**src/pq_defs.svh**
```systemverilog
`ifndef PQ_DEFS_SVH
`define PQ_DEFS_SVH

// Entry fields
`define PQ_RANK_WIDTH 10
`define PQ_META_WIDTH 10

// Overflow list holds 2**PQ_L2_LIST_SIZE nodes
`define PQ_L2_LIST_SIZE 5

// Sorted register bank in front of the list
`define PQ_REG_SIZE 4

// Next pointer written into the last node of the list
`define PQ_NULL_PTR {`PQ_L2_LIST_SIZE{1'b1}}

`endif

```
**src/pq_pkg.sv**
```systemverilog
`include "pq_defs.svh"

package pq_pkg;

	// One queued element
	typedef struct packed
	{
		logic [`PQ_RANK_WIDTH-1:0] rank;
		logic [`PQ_META_WIDTH-1:0] meta;
	} entry_t;

	// Register bank slot
	typedef struct packed
	{
		entry_t entry;
		logic valid;
	} slot_t;

	typedef logic [`PQ_L2_LIST_SIZE-1:0] node_ptr_t;

	// Node memory word, singly linked in rank order
	typedef struct packed
	{
		entry_t entry;
		node_ptr_t next;
	} list_node_t;

	// Bank plus list, one extra bit over the list index
	typedef logic [`PQ_L2_LIST_SIZE:0] count_t;

	typedef enum logic [1:0]
	{
		ADM_IDLE,
		ADM_LIST_WAIT,
		ADM_REFILL
	} admit_state_e;

	typedef enum logic [2:0]
	{
		LST_INIT,
		LST_IDLE,
		LST_WALK_RD,
		LST_WALK,
		LST_LINK,
		LST_POP_RD
	} list_state_e;

endpackage

```
**src/pifo_cell.sv**
```systemverilog
`include "pq_defs.svh"

module pifo_cell
#(
	parameter int SLOT_INDEX = 0
)
(
	input logic clk,
	input logic rst,
	input logic cell_ins,
	input logic cell_rem,
	input pq_pkg::entry_t cell_entry,
	input pq_pkg::slot_t [`PQ_REG_SIZE-1:0] slots,
	output pq_pkg::slot_t slot
);

	import pq_pkg::*;

	slot_t left_slot;
	slot_t right_slot;
	logic left_above;
	logic self_above;

	// Neighbours at the ends of the row are empty
	generate
		if (SLOT_INDEX == 0)
		begin : g_first
			assign left_slot = '0;
		end
		else
		begin : g_left
			assign left_slot = slots[SLOT_INDEX-1];
		end

		if (SLOT_INDEX == `PQ_REG_SIZE-1)
		begin : g_last
			assign right_slot = '0;
		end
		else
		begin : g_right
			assign right_slot = slots[SLOT_INDEX+1];
		end
	endgenerate

	// Equal ranks are not above, so a new entry lands behind them
	assign left_above = (SLOT_INDEX != 0) &&
		(!left_slot.valid || (left_slot.entry.rank > cell_entry.rank));
	assign self_above = !slot.valid || (slot.entry.rank > cell_entry.rank);

	always_ff @(posedge clk)
	begin
		if (rst)
		begin
			slot.valid <= 1'b0;
		end
		else if (cell_rem)
		begin
			// Shift toward slot 0, last slot drains to empty
			slot <= right_slot;
		end
		else if (cell_ins)
		begin
			if (left_above)
			begin
				slot <= left_slot;
			end
			else if (self_above)
			begin
				slot.entry <= cell_entry;
				slot.valid <= 1'b1;
			end
		end
	end

endmodule

```
**src/pq_admit.sv**
```systemverilog
`include "pq_defs.svh"

module pq_admit
(
	input logic clk,
	input logic rst,
	input logic in_valid,
	output logic in_ready,
	input pq_pkg::entry_t in_entry,
	output logic out_valid,
	input logic out_ready,
	input pq_pkg::slot_t [`PQ_REG_SIZE-1:0] slots,
	output logic cell_ins,
	output logic cell_rem,
	output pq_pkg::entry_t cell_entry,
	output logic push_valid,
	input logic push_ready,
	output pq_pkg::entry_t push_entry,
	input pq_pkg::slot_t head,
	output logic pop,
	input pq_pkg::count_t list_count,
	output pq_pkg::count_t num_entries
);

	import pq_pkg::*;

	localparam count_t CAPACITY = count_t'((1 << `PQ_L2_LIST_SIZE) + `PQ_REG_SIZE);

	admit_state_e state;
	count_t reg_count;
	slot_t last_slot;
	logic full;
	logic in_fire;
	logic out_fire;
	logic to_bank;

	assign last_slot = slots[`PQ_REG_SIZE-1];
	assign num_entries = reg_count + list_count;
	assign full = (num_entries == CAPACITY);

	// Slot 0 is the minimum, hidden while a refill is pending
	assign out_valid = (state == ADM_IDLE) && slots[0].valid;
	assign out_fire = out_valid && out_ready;

	// Removal wins when both sides are offered in the same cycle
	assign in_ready = (state == ADM_IDLE) && push_ready && !full && !out_fire;
	assign in_fire = in_valid && in_ready;

	// New entry belongs in the bank if there is room or it beats the last slot
	assign to_bank = !last_slot.valid || (in_entry.rank < last_slot.entry.rank);

	always_comb
	begin
		cell_ins = 1'b0;
		cell_rem = 1'b0;
		cell_entry = in_entry;
		push_valid = 1'b0;
		push_entry = in_entry;
		pop = 1'b0;
		case (state)
			ADM_IDLE:
			begin
				if (out_fire)
				begin
					cell_rem = 1'b1;
				end
				else if (in_fire)
				begin
					cell_ins = to_bank;
					// Full bank evicts the larger of the two into the list
					push_valid = last_slot.valid;
					push_entry = to_bank ? last_slot.entry : in_entry;
				end
			end
			ADM_REFILL:
			begin
				if (head.valid)
				begin
					cell_ins = 1'b1;
					cell_entry = head.entry;
					pop = 1'b1;
				end
			end
			default:
			begin
			end
		endcase
	end

	always_ff @(posedge clk)
	begin
		if (rst)
		begin
			state <= ADM_IDLE;
			reg_count <= '0;
		end
		else
		begin
			case (state)
				ADM_IDLE:
				begin
					if (out_fire)
					begin
						reg_count <= reg_count - 1'b1;
						if (list_count != '0)
						begin
							state <= ADM_REFILL;
						end
					end
					else if (in_fire)
					begin
						if (!last_slot.valid)
						begin
							reg_count <= reg_count + 1'b1;
						end
						else
						begin
							state <= ADM_LIST_WAIT;
						end
					end
				end
				// List drops push_ready for at least one cycle per push
				ADM_LIST_WAIT:
				begin
					if (push_ready)
					begin
						state <= ADM_IDLE;
					end
				end
				ADM_REFILL:
				begin
					if (head.valid)
					begin
						reg_count <= reg_count + 1'b1;
						state <= ADM_IDLE;
					end
				end
				default:
				begin
					state <= ADM_IDLE;
				end
			endcase
		end
	end

endmodule

```
**src/pq_top.sv**
```systemverilog
`include "pq_defs.svh"

module pq_top
(
	input logic clk,
	input logic rst,
	input logic in_valid,
	output logic in_ready,
	input pq_pkg::entry_t in_entry,
	output logic out_valid,
	input logic out_ready,
	output pq_pkg::entry_t out_entry,
	output pq_pkg::count_t num_entries
);

	import pq_pkg::*;

	slot_t [`PQ_REG_SIZE-1:0] slots;
	logic cell_ins;
	logic cell_rem;
	entry_t cell_entry;
	logic push_valid;
	logic push_ready;
	entry_t push_entry;
	slot_t head;
	logic pop;
	count_t list_count;

	// Minimum always sits in slot 0
	assign out_entry = slots[0].entry;

	pq_admit u_admit
	(
		.clk         (clk),
		.rst         (rst),
		.in_valid    (in_valid),
		.in_ready    (in_ready),
		.in_entry    (in_entry),
		.out_valid   (out_valid),
		.out_ready   (out_ready),
		.slots       (slots),
		.cell_ins    (cell_ins),
		.cell_rem    (cell_rem),
		.cell_entry  (cell_entry),
		.push_valid  (push_valid),
		.push_ready  (push_ready),
		.push_entry  (push_entry),
		.head        (head),
		.pop         (pop),
		.list_count  (list_count),
		.num_entries (num_entries)
	);

	genvar i;
	generate
		for (i = 0; i < `PQ_REG_SIZE; i++)
		begin : g_cell
			pifo_cell #(.SLOT_INDEX(i)) u_cell
			(
				.clk        (clk),
				.rst        (rst),
				.cell_ins   (cell_ins),
				.cell_rem   (cell_rem),
				.cell_entry (cell_entry),
				.slots      (slots),
				.slot       (slots[i])
			);
		end
	endgenerate

	sorted_list u_list
	(
		.clk        (clk),
		.rst        (rst),
		.push_valid (push_valid),
		.push_ready (push_ready),
		.push_entry (push_entry),
		.head       (head),
		.pop        (pop),
		.list_count (list_count)
	);

endmodule

```
**src/sorted_list.sv**
```systemverilog
`include "pq_defs.svh"

module sorted_list
(
	input logic clk,
	input logic rst,
	input logic push_valid,
	output logic push_ready,
	input pq_pkg::entry_t push_entry,
	output pq_pkg::slot_t head,
	input logic pop,
	output pq_pkg::count_t list_count
);

	import pq_pkg::*;

	localparam int LIST_SIZE = 1 << `PQ_L2_LIST_SIZE;

	list_state_e state;

	// Node memory, one write port and a registered read
	list_node_t node_mem [LIST_SIZE];
	list_node_t rd_data;
	node_ptr_t rd_addr;
	logic mem_we;
	node_ptr_t mem_waddr;
	list_node_t mem_wdata;

	// Free node FIFO
	node_ptr_t fl_mem [LIST_SIZE];
	node_ptr_t fl_wr;
	node_ptr_t fl_rd;
	logic fl_push;
	node_ptr_t fl_din;
	node_ptr_t init_cnt;

	// Head node kept in registers
	node_ptr_t head_ptr;
	list_node_t head_node;
	logic head_valid;

	// Insert in progress
	entry_t new_entry;
	node_ptr_t new_node;
	node_ptr_t link_next;
	logic link_head;
	node_ptr_t cur;
	list_node_t cur_node;
	count_t walk_left;
	logic insert_here;
	logic push_fire;
	logic pop_fire;

	assign push_ready = (state == LST_IDLE);
	assign push_fire = push_valid && push_ready;
	assign pop_fire = pop && (state == LST_IDLE);

	always_comb
	begin
		head.entry = head_node.entry;
		head.valid = head_valid;
	end

	// Pop reads the second node, a walk reads the node after cur
	assign rd_addr = (state == LST_IDLE) ? head_node.next : cur_node.next;

	// New node goes right after cur when cur is the tail or its successor ranks higher
	always_comb
	begin
		insert_here = 1'b0;
		if (state == LST_WALK_RD)
		begin
			insert_here = (walk_left == '0);
		end
		else if (state == LST_WALK)
		begin
			insert_here = (rd_data.entry.rank > new_entry.rank);
		end
	end

	// Decision cycle relinks cur, the link cycle writes the new node
	always_comb
	begin
		mem_we = insert_here;
		mem_waddr = cur;
		mem_wdata.entry = cur_node.entry;
		mem_wdata.next = new_node;
		if (state == LST_LINK)
		begin
			mem_we = 1'b1;
			mem_waddr = new_node;
			mem_wdata.entry = new_entry;
			mem_wdata.next = link_next;
		end
	end

	always_ff @(posedge clk)
	begin
		if (mem_we)
		begin
			node_mem[mem_waddr] <= mem_wdata;
		end
		rd_data <= node_mem[rd_addr];
	end

	// Filled with every index after reset, later fed by popped heads
	assign fl_push = (state == LST_INIT) || pop_fire;
	assign fl_din = (state == LST_INIT) ? init_cnt : head_ptr;

	always_ff @(posedge clk)
	begin
		if (fl_push)
		begin
			fl_mem[fl_wr] <= fl_din;
		end
	end

	always_ff @(posedge clk)
	begin
		if (rst)
		begin
			state <= LST_INIT;
			init_cnt <= '0;
			fl_wr <= '0;
			fl_rd <= '0;
			head_ptr <= `PQ_NULL_PTR;
			head_valid <= 1'b0;
			list_count <= '0;
		end
		else
		begin
			if (fl_push)
			begin
				fl_wr <= fl_wr + 1'b1;
			end
			case (state)
				LST_INIT:
				begin
					init_cnt <= init_cnt + 1'b1;
					if (init_cnt == node_ptr_t'(LIST_SIZE-1))
					begin
						state <= LST_IDLE;
					end
				end
				LST_IDLE:
				begin
					if (pop_fire)
					begin
						list_count <= list_count - 1'b1;
						head_valid <= 1'b0;
						if (list_count == count_t'(1))
						begin
							head_ptr <= `PQ_NULL_PTR;
						end
						else
						begin
							head_ptr <= head_node.next;
							state <= LST_POP_RD;
						end
					end
					else if (push_fire)
					begin
						new_entry <= push_entry;
						new_node <= fl_mem[fl_rd];
						fl_rd <= fl_rd + 1'b1;
						list_count <= list_count + 1'b1;
						if ((list_count == '0) || (head_node.entry.rank > push_entry.rank))
						begin
							link_head <= 1'b1;
							link_next <= (list_count == '0) ? `PQ_NULL_PTR : head_ptr;
							state <= LST_LINK;
						end
						else
						begin
							link_head <= 1'b0;
							cur <= head_ptr;
							cur_node <= head_node;
							walk_left <= list_count - 1'b1;
							state <= LST_WALK_RD;
						end
					end
				end
				LST_WALK_RD:
				begin
					if (insert_here)
					begin
						link_next <= `PQ_NULL_PTR;
						state <= LST_LINK;
					end
					else
					begin
						state <= LST_WALK;
					end
				end
				LST_WALK:
				begin
					if (insert_here)
					begin
						link_next <= cur_node.next;
						state <= LST_LINK;
					end
					else
					begin
						cur <= cur_node.next;
						cur_node <= rd_data;
						walk_left <= walk_left - 1'b1;
						state <= LST_WALK_RD;
					end
				end
				LST_LINK:
				begin
					if (link_head)
					begin
						head_ptr <= new_node;
						head_node.entry <= new_entry;
						head_node.next <= link_next;
						head_valid <= 1'b1;
					end
					state <= LST_IDLE;
				end
				LST_POP_RD:
				begin
					head_node <= rd_data;
					head_valid <= 1'b1;
					state <= LST_IDLE;
				end
				default:
				begin
					state <= LST_IDLE;
				end
			endcase
			// Keep the cached head in step when the head node gains a successor
			if (insert_here && (cur == head_ptr))
			begin
				head_node.next <= new_node;
			end
		end
	end

endmodule

```
**config.mk**
```make
export PLATFORM = sky130hd
export DESIGN_NAME = pq_top
export DESIGN_NICKNAME = d
export VERILOG_FILES = /design/src/pq_pkg.sv /design/src/pifo_cell.sv /design/src/pq_admit.sv /design/src/pq_top.sv /design/src/sorted_list.sv
export VERILOG_INCLUDE_DIRS = /design/src
export SDC_FILE = /design/constraint.sdc
export NUM_CORES = 2
export LEC_CHECK = 0
export BUFFER_PORTS_ARGS = -buffer_cell sky130_fd_sc_hd__buf_4
export CORE_MARGIN = 2
export CORE_UTILIZATION = 63
export CTS_CLUSTER_SIZE = 12
export DETAILED_ROUTE_END_ITERATION = 6
export GPL_TIMING_DRIVEN = 0
export PLACE_DENSITY = 0.77
export SYNTH_ARGS = -nofsm -noshare
export SYNTH_HDL_FRONTEND = slang
export SYNTH_SLANG_ARGS = --single-unit
export TNS_END_PERCENT = 50
```
**constraint.sdc**
```tcl
create_clock -name clk -period 7.7 [get_ports clk]
set_input_delay 2.31 -clock clk [delete_from_list [all_inputs] [get_ports clk]]
set_output_delay 2.31 -clock clk [all_outputs]
set_load 0.02 [all_outputs]
```
# After elaboration in Yosys (flattened, before gate mapping)
# Memories as Yosys holds them, arrays and structs flattened. A register that Yosys moved wholly into a read port is not among the register bits.
# Cells that the tools add are included.
# W data, S select, Z words.
[totals] n_memories=2 inputBits=24 output_inout_bits=28 elab_cells=241 register_bits=209 ramBits=960
[op_classes] n_reduce_logical=62 eq_ne=30 n_lt_le_gt_ge=7 mux=96 n_addsub=9 bitwise=2
[memory_table] memory="u_list.node_mem" depth=32 word_bits=25 rd=1 rd_ports_with_merged_regs=1 wr=1 line_no="sorted_list.sv:22" rtl="list_node_t node_mem [LIST_SIZE];"
[memory_table] memory="u_list.fl_mem" depth=32 word_bits=5 rd=1 rd_ports_with_merged_regs=1 wr=1 line_no="sorted_list.sv:30" rtl="node_ptr_t fl_mem [LIST_SIZE];"
[op_table] cell="$mux W21" n=14
[op_table] cell="$mux W25" n=6
[op_table] cell="$mux W20" n=6
[op_table] cell="$pmux W25 S2" n=2
[op_table] cell="$mux W5" n=17
[op_table] cell="$gt A10 B10 Y1" n=6
[op_table] cell="$mux W6" n=10
[op_table] cell="$reduce_and A3 Y1" n=10
[op_table] cell="$pmux W6 S2" n=2
[op_table] cell="$mux W3" n=7
[op_table] cell="$pmux W5 S2" n=2
[op_table] cell="$mux W1" n=19
[op_table] cell="$reduce_bool A3 Y1" n=6
[op_table] cell="$sub A6 B1 Y6 const B" n=3
[op_table] cell="$ne A2 B1 Y1 const B" n=8
[op_table] cell="$reduce_bool A2 Y1" n=8
[op_table] cell="$add A5 B1 Y5 const B" n=3
[op_table] cell="$pmux W5 S3" n=1
[op_table] cell="$add A6 B1 Y6 const B" n=2
[op_table] cell="$logic_not A6 Y1" n=2
[op_table] cell="$mux W2" n=6
[op_table] cell="$pmux W3 S4" n=1
[op_table] cell="$lt A10 B10 Y1" n=1
[op_table] cell="$reduce_and A2 Y1" n=5
[op_table] cell="29 further kinds" n=59

# Depth between registers and ports, before layout
[depth] ltp_word=15 ltp_mapped=20 depth_no_buf=18

# By module
# Synthesis repeated with hierarchy kept, for this count alone.
[hier_totals] cells_unflattened=3739 area_unflattened_um2=54340.9
[by_module_without_submodules] mod="sorted_list" cells_each=2882 area_each_um2=46286.9 n_inst=1 seq_area_each_um2=32691.4
[by_module_without_submodules] mod="pq_admit" cells_each=263 area_each_um2=1825.5 n_inst=1 seq_area_each_um2=160.2
[by_module_without_submodules] mod="pifo_cell at g_cell[3].u_cell" cells_each=165 area_each_um2=1786.7 n_inst=1 seq_area_each_um2=620.6
[by_module_without_submodules] mod="pifo_cell at g_cell[2].u_cell" cells_each=166 area_each_um2=1652.8 n_inst=1 seq_area_each_um2=620.6
[by_module_without_submodules] mod="pifo_cell at g_cell[1].u_cell" cells_each=166 area_each_um2=1651.6 n_inst=1 seq_area_each_um2=620.6
[by_module_without_submodules] mod="pifo_cell at g_cell[0].u_cell" cells_each=97 area_each_um2=1137.3 n_inst=1 seq_area_each_um2=620.6

# Worst setup path after synthesis
# OpenSTA, ideal clock, no wires.
[synth_timing] path_type="input -> register" start="in in_entry[18] (netlist bit)" end="reg u_list.cur[0], enable pin" path_stages=18 path_buffers=2 t_arrival_ns=6.222 t_required_ns=7.303 setup_slack_ns=1.082 setup_time_ns=0.397 path_cell_list="ha_1 > and2_1 > a221o_1 > a31oi_1 > a21boi_1 > and2_1 > buf_6 > buf_8 > mux2_4 > inv_2 > ha_1 > and4_1 > o21ai_0 > a31oi_1 > a211oi_1 > o21ai_0 > o22ai_1 > and2_1"
[synth_rtl] item="from (decl)" line_no="pq_top.sv:9" rtl="input pq_pkg::entry_t in_entry,"
[synth_rtl] item="to (signal assigned)" line_no="sorted_list.sv:176" rtl="cur <= head_ptr;"
[synth_rtl] item="to (signal assigned)" line_no="sorted_list.sv:204" rtl="cur <= cur_node.next;"
[synth_rtl] item="to (decl)" line_no="sorted_list.sv:47" rtl="node_ptr_t cur;"

==> summary.txt <==
Layout Cells excl Fill = 5102
Clock Root Buffer = clkbuf_16
Synth Register Bits = 1199
Utilization after layout = 71.4%
CP Launch Type = input pin
Hold WS = 0.481 ns
First-pass GRT wire length = 200000 um
Nets@finish = 4068
Drc violations = 0
# hold bufs at CTS = 0
Die area = 0.0836 sq mm
Max Freq = 152 MHz
Syn avg cell area = 13.7 sq um
Max VDD drop = 0.000227 V
Final hold vios = 0
Failing checks = max-capacitance violations
Crit path max fanout = 10
Setup crit start = in_entry[18]
Pin slew with the least headroom to its limit = 1.50 ns
Fraction of registers with async set/reset = 0%
Area grow syn2layout = 12.2%
Placed cells = 4894
Comb pwr share = 1.1%
Setup WS post-layout = 1.12 ns
Initial antenna violation count = 6
Layout cell share with drive strength beyond 1 = 13.7%
Via-to-Cell Ratio = 6.54
Fill count = 5132
Main area contributors after synthesis = edfxtp_1 66%, nand2_1 4.5%, a211oi_1 3.3%
Number of diodes = 0
Slowest cell on crit path = nor4_1
Total iterations of the first detailed-routing run = 5
Worst path cell trace = buf_4, ha_1, and2_1, a221o_1, a31oi_1, a21boi_1, and2_1, buf_6, buf_8, mux2_4, inv_2, ha_1, and4_1, o21ai_0, a31oi_1, a211oi_1, o21ai_0, o22ai_1, nor4_1
YS warnings = 0
GRT busiest layer = met2
Mapped Cells = 3750
Post-DP HPWL = 89100 um
RD Place Congestion = 0.945
CP max stage delay = 0.93 ns
Switching pwr = 2.50 mW
H-tree depth = 3
Post-synthesis instance area = 0.0512 sq mm
LEAKAGE = 19.5 nW
Via count = 33400
Worst-path clk slew = 0.06 ns
RSZ-0062 raised after global routing = no
Pwr dens = 218 mW/mm^2
Area after DPL = 0.0539 sq mm
Max Slew Vio Count = 0
Net Count, Synth = 3863
Top cell type's share of synthesized area = 66.3%
Post-synth top area cell = edfxtp_1
Clock buffer depth = 3
Post-CTS setup buffer count = 0
Post-synth EDFFs = 1132
Period utilization = 85.4%
Seq pwr share = 56.4%
Max-cap violations = 1
Clock share of power = 42.5%
Initial core utilization = 63.6%
Worst setup EP type = flop
# rows = 104
TritonCTS clock tree = built
IO buf count = 50
Overall Global Routing Usage = 32.7%
Distinct cells, synth = 79
Worst hold path class = reg2reg
CP required = 8.01 ns
Met3 GRT Util = 6.44%
Largest net degree at the start of global routing = 33
Worst Path Class, Setup = in2reg
Initial DRC count = 4997
Synth Flop Type = edfxtp_1
Global-route met1 utilization = 45.1%
Register area share after synthesis = 68.9%
Total power = 12.5 mW
Dpl ws = 0.538 ns
Worst skew pair latency = 0.71 ns
Final instance area = 0.0575 sq mm
HP Start = u_list.init_cnt[4]$_SDFFE_PP0P_
Core area = 0.0805 sq mm
CP arrival = 6.89 ns
CTS Sinks = 1199
I/O pins = 52
GR Util met2 = 50.8%
# resized after CTS = 0
Top-count cell post-synth = edfxtp_1
Crit Reg-Reg Startpoint = u_list.list_count[0]$_SDFFE_PP0P_
Fin crit period = 6.58 ns
Remaining Overflow, GRT = 0
Sw frac = 19.9%
Final setup violation count = 0
Final wirelength = 137000 um
Die height = 289 um
Worst Clk Skew = 0.0205 ns
Status = complete, but fails checks
Vias in the first global route = 32300
Drt wl/cell = 26.8 um
ANT nets after route = 0
Die X = 289 um
Top cells by count, synth = 1132 x edfxtp_1, 608 x nand2_1, 224 x a211oi_1
Num CTS Buffers = 118
Final setup TNS = 0 ns
Internal = 10.0 mW
Worst slew margin = 0.0257%
## final cells by class
type | count | area, sq um | share of cell area (%)
Sequential cell | 1199 | 35300 | 61.5
Buffer | 251 | 1160 | 2.02
Clock inverter | 32 | 278 | 0.483
Clock buffer | 175 | 3230 | 5.61
Inverter | 64 | 240 | 0.418
Timing Repair Buffer | 85 | 1090 | 1.90
Multi-Input combinational cell | 2236 | 14800 | 25.8
Tap cell | 1060 | 1330 | 2.31
## state kept, by name, indices dropped and copies added (netlist names), 6 cells and up
name                count
u_list.fl_mem         160
u_list.cur_node        25
g_cell.u_cell.slot     84
u_list.node_mem       800
u_list.head            20
u_list.rd_data         25
u_list.new_entry       20
u_list.list_count       6
u_admit.reg_count       6
u_list.walk_left        6
## cell usage in the layout, fill, tap and decap left out, types with 39 or more instances in the layout
cell	count
a211oi_1	224
a21oi_1	102
a31oi_1	205
and2_1	207
buf_2	39
buf_4	83
clkbuf_1	216
clkbuf_16	118
dfxtp_1	67
edfxtp_1	1132
ha_1	88
inv_1	58
mux2_2	77
mux2i_1	57
mux4_2	50
nand2_1	597
nor2_1	175
o22ai_1	101
## path summary, 6_finish.rpt
check	cells past startpoint	slack (ns)	endpoint
max	19	1.12	u_list.link_next[3]$_DFFE_PP_
min	2	0.48	u_list.init_cnt[4]$_SDFFE_PP0P_
max reg2reg	20	1.85	u_list.link_next[3]$_DFFE_PP_
min reg2reg	2	0.48	u_list.init_cnt[4]$_SDFFE_PP0P_
## layer usage
layer  vias up  part of all wire (%)
li1      14600                     -
met5         -                 0.020
met3       401                    12
met2      2107                    46
met1     16300                    37
met4         4                   4.9
## power by group through the flow
stage	Clock, mW	Sequential, mW	Combinational, mW
after detailed placement	0	7.20	0.134
after CTS	5.34	7.06	0.136
after global placement	0	7.20	0.129
after global routing	5.57	7.06	0.150
after floorplan	0	7.20	0.0816
final	5.33	7.06	0.136
## worst max-delay path, delay by kind of cell
kind | cells | cell delay, ns
AO/OA/AOI/OAI | 8 | 1.80
multiplexers | 1 | 0.32
adder cells (fa/ha/maj) | 2 | 0.44
buffers and inverters | 4 | 0.48
AND/OR/NAND/NOR | 4 | 1.51
## kinds of logic after synthesis
group	synth area share (%)
XOR/XNOR	0.579
multiplexers	5.21
AO/OA/AOI/OAI	9.65
flip-flops	68.9
AND/OR/NAND/NOR	10.7
adder cells (fa/ha/maj)	2.19
buffers and inverters	2.74
Note: power is estimated with default switching activity, not from simulation.
